===== src/hdl/burst_pkg.sv =====
package burst_pkg;

   localparam int addr_w = 32;
   localparam int data_w = 32;
   localparam int len_w  = 8;                    // Beats minus one.
   localparam int id_w   = 4;
   localparam int strb_w = data_w / 8;

   // Shared by the write-address and read-address channels.
   typedef struct packed {
      logic [addr_w-1:0] addr;
      logic [len_w-1:0]  len;
      logic [id_w-1:0]   id;
   } addr_cmd_t;

   typedef struct packed {
      logic [data_w-1:0] data;
      logic [strb_w-1:0] strb;
      logic [id_w-1:0]   id;
      logic              last;
   } wr_beat_t;

   typedef struct packed {
      logic [data_w-1:0] data;
      logic [id_w-1:0]   id;
      logic              last;
   } rd_beat_t;

   typedef struct packed {
      logic              is_write;
      logic [addr_w-1:0] addr;
      logic [len_w-1:0]  len;
      logic [id_w-1:0]   id;
      logic [data_w-1:0] data;                  // First beat, later beats add the index.
      logic [strb_w-1:0] strb;
   } host_cmd_t;

endpackage


===== src/hdl/burst_fifo.sv =====
`timescale 1ns/100ps

module burst_fifo #(
   parameter type payload_t = logic [7:0],
   parameter int  depth     = 4
) (
   input  logic     clk,
   input  logic     rst_n,
   input  logic     push,
   input  payload_t push_data,
   input  logic     pop,
   output payload_t pop_data,
   output logic     full,
   output logic     empty
);

   localparam int ptr_w = (depth > 1) ? $clog2(depth) : 1;
   localparam int cnt_w = $clog2(depth + 1);

   payload_t         mem [depth];
   logic [ptr_w-1:0] wr_ptr;
   logic [ptr_w-1:0] rd_ptr;
   logic [cnt_w-1:0] count;

   function automatic logic [ptr_w-1:0] next_ptr(input logic [ptr_w-1:0] ptr);
      if (ptr == ptr_w'(depth - 1)) begin
         return '0;                              // Depth need not be a power of two.
      end
      return ptr + 1'b1;
   endfunction

   always_ff @(posedge clk or negedge rst_n) begin
      if (!rst_n) begin
         wr_ptr <= '0;
         rd_ptr <= '0;
         count  <= '0;
      end else begin
         if (push) wr_ptr <= next_ptr(wr_ptr);
         if (pop) rd_ptr <= next_ptr(rd_ptr);
         case ({push, pop})
            2'b10:   count <= count + 1'b1;
            2'b01:   count <= count - 1'b1;
            default: count <= count;
         endcase
      end
   end

   always_ff @(posedge clk) begin
      if (push) mem[wr_ptr] <= push_data;
   end

   assign pop_data = mem[rd_ptr];               // Head shown with no read latency.
   assign full     = (count == cnt_w'(depth));
   assign empty    = (count == '0);

   a_no_overflow: assert property (@(posedge clk) disable iff (!rst_n) push |-> !full);
   a_no_underflow: assert property (@(posedge clk) disable iff (!rst_n) pop |-> !empty);

endmodule


===== src/hdl/burst_master.sv =====
`timescale 1ns/100ps

module burst_master #(
   parameter int ret_depth = 4
) (
   input  logic                         clk,
   input  logic                         rst_n,
   // Host side.
   input  logic                         cmd_valid,
   input  burst_pkg::host_cmd_t         cmd,
   output logic                         cmd_ready,
   output logic                         rd_out_valid,
   output burst_pkg::rd_beat_t          rd_out,
   input  logic                         rd_out_ready,
   output logic                         wr_done,
   output logic [burst_pkg::id_w-1:0]   wr_done_id,
   // Write address.
   output logic                         wr_addr_valid,
   output burst_pkg::addr_cmd_t         wr_addr,
   input  logic                         wr_addr_ready,
   // Write data.
   output logic                         wr_data_valid,
   output burst_pkg::wr_beat_t          wr_data,
   input  logic                         wr_data_ready,
   // Read address.
   output logic                         rd_addr_valid,
   output burst_pkg::addr_cmd_t         rd_addr,
   input  logic                         rd_addr_ready,
   // Read data.
   input  logic                         rd_data_valid,
   input  burst_pkg::rd_beat_t          rd_data,
   output logic                         rd_data_ready
);

   import burst_pkg::*;

   typedef enum logic [1:0] {
      S_RESET,
      S_IDLE,
      S_ADDR,
      S_DATA
   } state_t;

   state_t           state;
   host_cmd_t        cmd_q;
   addr_cmd_t        burst_cmd;
   logic [len_w-1:0] beat_cnt;
   logic             beat_last;
   logic             cmd_accept;
   logic             wr_addr_hs;
   logic             rd_addr_hs;
   logic             wr_data_hs;
   logic             ret_push;
   logic             ret_pop;
   logic             ret_full;
   logic             ret_empty;

   assign cmd_ready  = (state == S_IDLE);       // Held low for a cycle after reset.
   assign cmd_accept = cmd_valid && cmd_ready;

   assign burst_cmd = '{addr: cmd_q.addr, len: cmd_q.len, id: cmd_q.id};

   assign wr_addr_valid = (state == S_ADDR) && cmd_q.is_write;
   assign rd_addr_valid = (state == S_ADDR) && !cmd_q.is_write;
   assign wr_addr       = burst_cmd;
   assign rd_addr       = burst_cmd;
   assign wr_addr_hs    = wr_addr_valid && wr_addr_ready;
   assign rd_addr_hs    = rd_addr_valid && rd_addr_ready;

   assign beat_last     = (beat_cnt == cmd_q.len);
   assign wr_data_valid = (state == S_DATA);
   assign wr_data       = '{data: cmd_q.data + data_w'(beat_cnt),
                            strb: cmd_q.strb,
                            id:   cmd_q.id,
                            last: beat_last};
   assign wr_data_hs    = wr_data_valid && wr_data_ready;

   // cmd_q is not reloaded until the cycle after the pulse.
   assign wr_done_id = cmd_q.id;

   always_ff @(posedge clk or negedge rst_n) begin
      if (!rst_n) begin
         state    <= S_RESET;
         beat_cnt <= '0;
         wr_done  <= 1'b0;
      end else begin
         wr_done <= wr_data_hs && beat_last;
         case (state)
            S_RESET: state <= S_IDLE;
            S_IDLE: begin
               if (cmd_accept) state <= S_ADDR;
            end
            S_ADDR: begin
               if (wr_addr_hs) begin
                  state    <= S_DATA;
                  beat_cnt <= '0;
               end else if (rd_addr_hs) begin
                  state <= S_IDLE;                // Read runs on without the FSM.
               end
            end
            S_DATA: begin
               if (wr_data_hs) begin
                  if (beat_last) state <= S_IDLE;
                  else beat_cnt <= beat_cnt + 1'b1;
               end
            end
            default: state <= S_IDLE;
         endcase
      end
   end

   always_ff @(posedge clk) begin
      if (cmd_accept) cmd_q <= cmd;
   end

   // Read return path with host back-pressure.
   assign rd_data_ready = !ret_full;
   assign ret_push      = rd_data_valid && rd_data_ready;
   assign rd_out_valid  = !ret_empty;
   assign ret_pop       = rd_out_valid && rd_out_ready;

   burst_fifo #(
      .payload_t (rd_beat_t),
      .depth     (ret_depth)
   ) ret_fifo (
      .clk       (clk),
      .rst_n     (rst_n),
      .push      (ret_push),
      .push_data (rd_data),
      .pop       (ret_pop),
      .pop_data  (rd_out),
      .full      (ret_full),
      .empty     (ret_empty)
   );

   a_wr_data_hold: assert property (@(posedge clk) disable iff (!rst_n)
      wr_data_valid && !wr_data_ready |=> wr_data_valid && $stable(wr_data));

endmodule


===== config.mk =====
export PLATFORM = sky130hd
export DESIGN_NAME = burst_master
export DESIGN_NICKNAME = d
export VERILOG_FILES = /design/src/hdl/burst_pkg.sv /design/src/hdl/burst_fifo.sv /design/src/hdl/burst_master.sv
export SDC_FILE = /design/constraint.sdc
export NUM_CORES = 1
export LEC_CHECK = 0
export ABC_AREA = 0
export BUFFER_PORTS_ARGS = -buffer_cell sky130_fd_sc_hd__buf_2
export CAP_MARGIN = 40
export CORE_MARGIN = 2
export CORE_UTILIZATION = 47
export CTS_CLUSTER_DIAMETER = 60
export DETAILED_ROUTE_END_ITERATION = 16
export PLACE_DENSITY_LB_ADDON = 0.08
export SKIP_LAST_GASP = 1
export SLEW_MARGIN = 10
export SYNTH_ARGS = -nofsm -noshare
export SYNTH_HDL_FRONTEND = slang
export SYNTH_SLANG_ARGS = --single-unit

===== constraint.sdc =====
create_clock -name clk -period 3.1 [get_ports clk]
set_input_delay 0.93 -clock clk [delete_from_list [all_inputs] [get_ports clk]]
set_output_delay 0.93 -clock clk [all_outputs]
set_load 0.005 [all_outputs]

# Word-level counts from Yosys, hierarchy flattened
# Memory sizes are Yosys's and may differ from the RTL's.
# Index checks and enable logic that the tools add are counted.
[totals]
reg_bits = 99
ramBits = 148
input_bits = 126
out_inout_bits = 177
wordCells = 73
mem_count = 1
[classes]
add_sub_neg = 6
n_eq_ne = 15
muxes = 21
n_reduce_logical = 18
[memory_table]
columns = ["memory", "depth", "width", "rd", "rd_clocked_by_memory_dff", "write_ports", "line_no", "rtl"]
rows = [
  ["ret_fifo.mem", 4, 37, 1, 0, 1, "burst_fifo.sv:20", "payload_t mem [depth];"],
]
[op_table]
columns = ["operator", "n"]
rows = [
  ["32-bit by 8-bit adder with 32-bit output", 1],
  ["8-bit two-way mux", 3],
  ["2-bit two-way mux", 9],
  ["8-bit one-hot mux with 2 select lines", 1],
  ["2-bit == test, second input constant", 5],
  ["1-bit logical AND", 9],
  ["8-bit by 1-bit adder with 8-bit output, second input constant", 1],
  ["8-bit == test", 1],
  ["2-bit one-hot mux with 4 select lines", 1],
  ["4-bit AND reduction", 2],
  ["1-bit two-way mux", 6],
  ["2-bit by 1-bit inequality test with 1-bit output, second input constant", 3],
  ["3-bit one-hot mux with 2 select lines", 1],
  ["2-bit by 1-bit adder with 2-bit output, second input constant", 2],
  ["2-bit by 1-bit == test with 1-bit output, second input constant", 2],
  ["2-bit inequality test, second input constant", 2],
  ["2-bit nonzero test", 2],
  ["3-bit by 1-bit adder with 3-bit output, second input constant", 1],
  ["3-bit == test, second input constant", 1],
  ["1-bit logical NOT", 3],
  ["3-bit logical NOT", 1],
  ["3-bit inequality test, second input constant", 1],
  ["3-bit by 1-bit subtractor with 3-bit output, second input constant", 1],
  ["2-bit logical NOT", 1],
]

# Logic depth before layout (Yosys ltp)
[depth]
ltp_word = 6
depth_mapped = 9
ltp_nobuf = 9

# Cells and area by module
# Synthesis repeated with hierarchy kept, for this count alone.
[hier_totals]
hier_cells = 626
hier_area_um2 = 10729.0
[by_module_without_submodules]
columns = ["mod", "instances", "cells_per_inst", "area_each_um2", "seq_area_each_um2"]
rows = [
  ["burst_fifo", 1, 231, 5749.3, 4619.4],
  ["burst_master", 1, 395, 4979.8, 2707.6],
]

# Worst setup path after synthesis
# Ideal clock, no wire load.
[synth_path]
path_kind = "input -> register"
startpoint = "in cmd_valid"
endpoint = "reg cmd_q[10] in the netlist's numbering (enable)"
t_arrival_ps = 2809
required_ps = 2652
slack_ps = -157
path_stages = 1
n_path_buf = 0
cell_sequence = "and2_1"
[synth_between]
elab_chain_cells = 1
[synth_lines]
columns = ["element", "line_no", "rtl"]
rows = [
  ["start: declaration", "burst_master.sv:9", "input logic cmd_valid,"],
  ["1-bit logical AND", "burst_master.sv:59", "assign cmd_accept = cmd_valid && cmd_ready;"],
  ["end signal: assignment", "burst_master.sv:113", "if (cmd_accept) cmd_q <= cmd;"],
  ["end: declaration", "burst_master.sv:45", "host_cmd_t cmd_q;"],
]
# Every way passes these cells.
# A chain may end at the register's enable or synchronous reset.

==> impl_metrics.csv <==
group,metric,value,unit
run_status,run_status,"complete, but fails checks",
run_status,violations,"setup timing",
global_routing,grt_pass1_vias,6439,
floorplan,die_h,154.4,µm
drt,dr_total_vias,6160,
cells_and_area,drive_gt1_frac,0.5159,
sta,slew-limit-headroom,0.6193,
cells_and_area,fin_util,0.5910,
placed_design,place.gp.congestion,0.8483,
floorplan,die-area,0.02384,mm²
sta,period_minus_slack,3465,ps
floorplan,start_util,0.4738,
cells_and_area,area_growth,24.73,%
cells_and_area,nNetsFinal,1040,
global_routing,antenna_found_initial,0,
yosys,synth_top_area_frac,0.6469,
cts,cts_tree,"done",
placed_design,io_buffer_count,302,
sta,worst_slack,-365.5,ps
yosys,synth_cells,637,
power_and_ir_drop,irDropWorstVdd,0.4799,mV
setup_path,cp_data_required_time,2170,ps
sta,tns,-6963,ps
setup_path,critPathKind,"register to output pin",
power_and_ir_drop,power_density,849.3,mW/mm²
drt,drt-vias-per-instance,5.138,
job,drv_cap,0,
placed_design,dp_hpwl,14.92,mm
sta,tightestPinTransition,571.0,ps
floorplan,boundaryPins,303,
global_routing,grt_util_all_layers,0.1797,
power_and_ir_drop,swShare,0.2985,
sta,min_period_over_period,1.118,
yosys,synth-async-reset-ratio,0.07287,
cts,clk_latency,520,ps
yosys,synth_top_cell_by_area,"edfxtp_1",
drt,avgRoutedWirePerCell,18.20,µm
global_routing,grt_pass1_wl,33.80,mm
setup_path,cp-start-kind,"register",
setup_path,rrSetupSlack,840,ps
cts,hold_buffers,0,
setup_path,worstPathArrival,2540,ps
drt,first_iter_violations,267,
drt,dr.pass1.iters,6,
floorplan,design.core.area,0.02243,mm²
yosys,synth_nets,784,
cts,clk_pin_slew,60,ps
yosys,netlist_area,0.01063,mm²
sta,rsz0062_at_grt,"true",
yosys,synth.distinct_cells,45,
yosys,synthTopCellsByArea,"edfxtp_1 (65%), mux4_2 (7.8%), buf_4 (7.1%), dfrtp_1 (4.2%), ha_1 (2.2%)",
worst_hold_path,min_path_type,"input pin to asynchronous set/reset pin",
power_and_ir_drop,p_leak,5.184,nW
cts,clock_path_buffers,3,
global_routing,grt-ovfl-total,0,
drt,wirelength,21.82,mm
yosys,ys_ff_latch,247,
sta,fmax,288.6,MHz
cts,h-tree-depth,1,
sta,finalHoldViolations,0,
setup_path,endpoint_kind,"output pin",
yosys,synth_edf_count,229,
floorplan,rows,55,
yosys,synth_warnings,0,
yosys,syn_area_per_cell,16.69,µm²
sta,setup-violations-final,27,
global_routing,grt_max_degree,46,
setup_path,worstPathMaxFanout,6,
yosys,synthFlopType,"edfxtp_1",
cts,clkSinkCount,247,
cells_and_area,layout.cells.most_common,"buf_2",
power_and_ir_drop,pwr-share-seq,0.425,
sta,slew_violations,0,
floorplan,die_w,154.4,µm
drt,ant_nets,0,
sta,fin_skew,8.711,ps
power_and_ir_drop,switching_power,0.003362,W
power_and_ir_drop,combPwrFrac,0.306,
cts,root_buffer,"clkbuf_16",
cells_and_area,mostFrequentLayoutCells,"buf_2 (302), edfxtp_1 (229), mux4_2 (37)",
power_and_ir_drop,clkPwrFrac,0.269,
power_and_ir_drop,p_int,0.007900,W
cts,cts_made_buffers,27,
yosys,synth_seq_area_share,0.6893,
drt,drc,0,
stage by stage:
| step | power [W] | hold slack [ps] | area, µm² | cells | setup WS, ps |
|---|---|---|---|---|---|
| floorplan | 0.006868 | 455.5 | 10630 | 637 | 255.7 |
| global placement | 0.008076 | 474.8 | 11960 | 1134 | 18.79 |
| detailed placement | 0.008144 | 494.5 | 11960 | 1134 | 3.772 |
| CTS | 0.01130 | 343.1 | 13110 | 1192 | -406.4 |
| global route | 0.01189 | 360.4 | 13260 | 1198 | -516.6 |
| finish | 0.01126 | 344.5 | 13260 | 1199 | -365.5 |
power by group through the flow:
stage               clock [W]  sequential, W  combinational (W)
floorplan                   0        0.00475            0.00212
global placement            0        0.00480            0.00328
detailed placement          0        0.00484            0.00330
CTS                   0.00311        0.00479            0.00341
global route          0.00325        0.00486            0.00379
finish                0.00303        0.00478            0.00345
flip-flops by register name (all words and copies together) (netlist names):
register,count
ret_fifo.mem,148
rd_addr,40
cmd_q,33
beat_cnt,8
wr_data,4
wr_done_id,4
ret_fifo.count,3
ret_fifo.rd_ptr,2
ret_fifo.wr_ptr,2
state,2
wr_done,1
routing by layer:
layer,vias to the layer above,wire [µm],track usage
met2,219,11300,0.3212
met4,0,531,0.05291
met3,40,1400,0.03699
li1,2839,-,-
met5,-,0,0
met1,3062,8590,0.2221
critical path: stages (launching register included):
cell	delay (ps)
edfxtp_1	370
ha_2	210
fa_2	360
a211oi_2	220
o211ai_1	180
nand4_1	160
buf_6	180
nor3_4	60
xor2_1	150
buf_2	130
final cells by class:
| cell class | count | area, µm² |
|---|---|---|
| Fill cell | 1735 | 9175 |
| Sequential cell | 247 | 7330 |
| Multi-Input combinational cell | 259 | 2739 |
| Timing Repair Buffer | 339 | 1912 |
| Clock buffer | 29 | 683.2 |
| Tap cell | 285 | 356.6 |
| Clock inverter | 20 | 165.2 |
| Inverter | 19 | 71.32 |
| Antenna cell | 1 | 2.502 |
synth_stat cells, types with 14 or more instances:
master / count
ha_1: 19
edfxtp_1: 229
nor3_1: 14
buf_4: 101
mux4_2: 37
nand2_1: 24
nor2_1: 14
nand3_1: 19
inv_1: 19
xnor2_1: 18
a21oi_1: 14
xor2_1: 21
dfrtp_1: 18
final timing paths:
| check | startpoint | end | cells past startpoint |
|---|---|---|---|
| max reg2reg | state[0] | beat_cnt[5] | 6 |
| max in group asynchronous | rst_n | ret_fifo.rd_ptr[1] | 1 |
| min reg2reg | ret_fifo.count[0] | ret_fifo.count[0] | 1 |
| max | cmd_q[4] | wr_data[33] | 9 |
| min in group clk | ret_fifo.count[0] | ret_fifo.count[0] | 1 |
| min | rst_n | beat_cnt[7] | 1 |
cells by family after synthesis:
logic type | count (synthesis) | share of synthesized area
DFF | 247 | 0.6893
muxes | 44 | 0.08533
xor gates and xnor gates | 39 | 0.03213
buffers and inverters | 132 | 0.08357
adders and majority gates | 21 | 0.02613
AOI/OAI and AO/OA | 49 | 0.03308
and+or+nand+nor | 105 | 0.05050
what timing repair did:
| item | CTS | global route |
|---|---|---|
| endpoints found under the setup margin | 28 | 29 |
| buffers inserted | 8 | 6 |
| gates resized for setup | 42 | 21 |
| cloned | 1 | 0 |
| pin swaps | 20 | 11 |
Note: power is estimated with default switching activity, not from simulation.
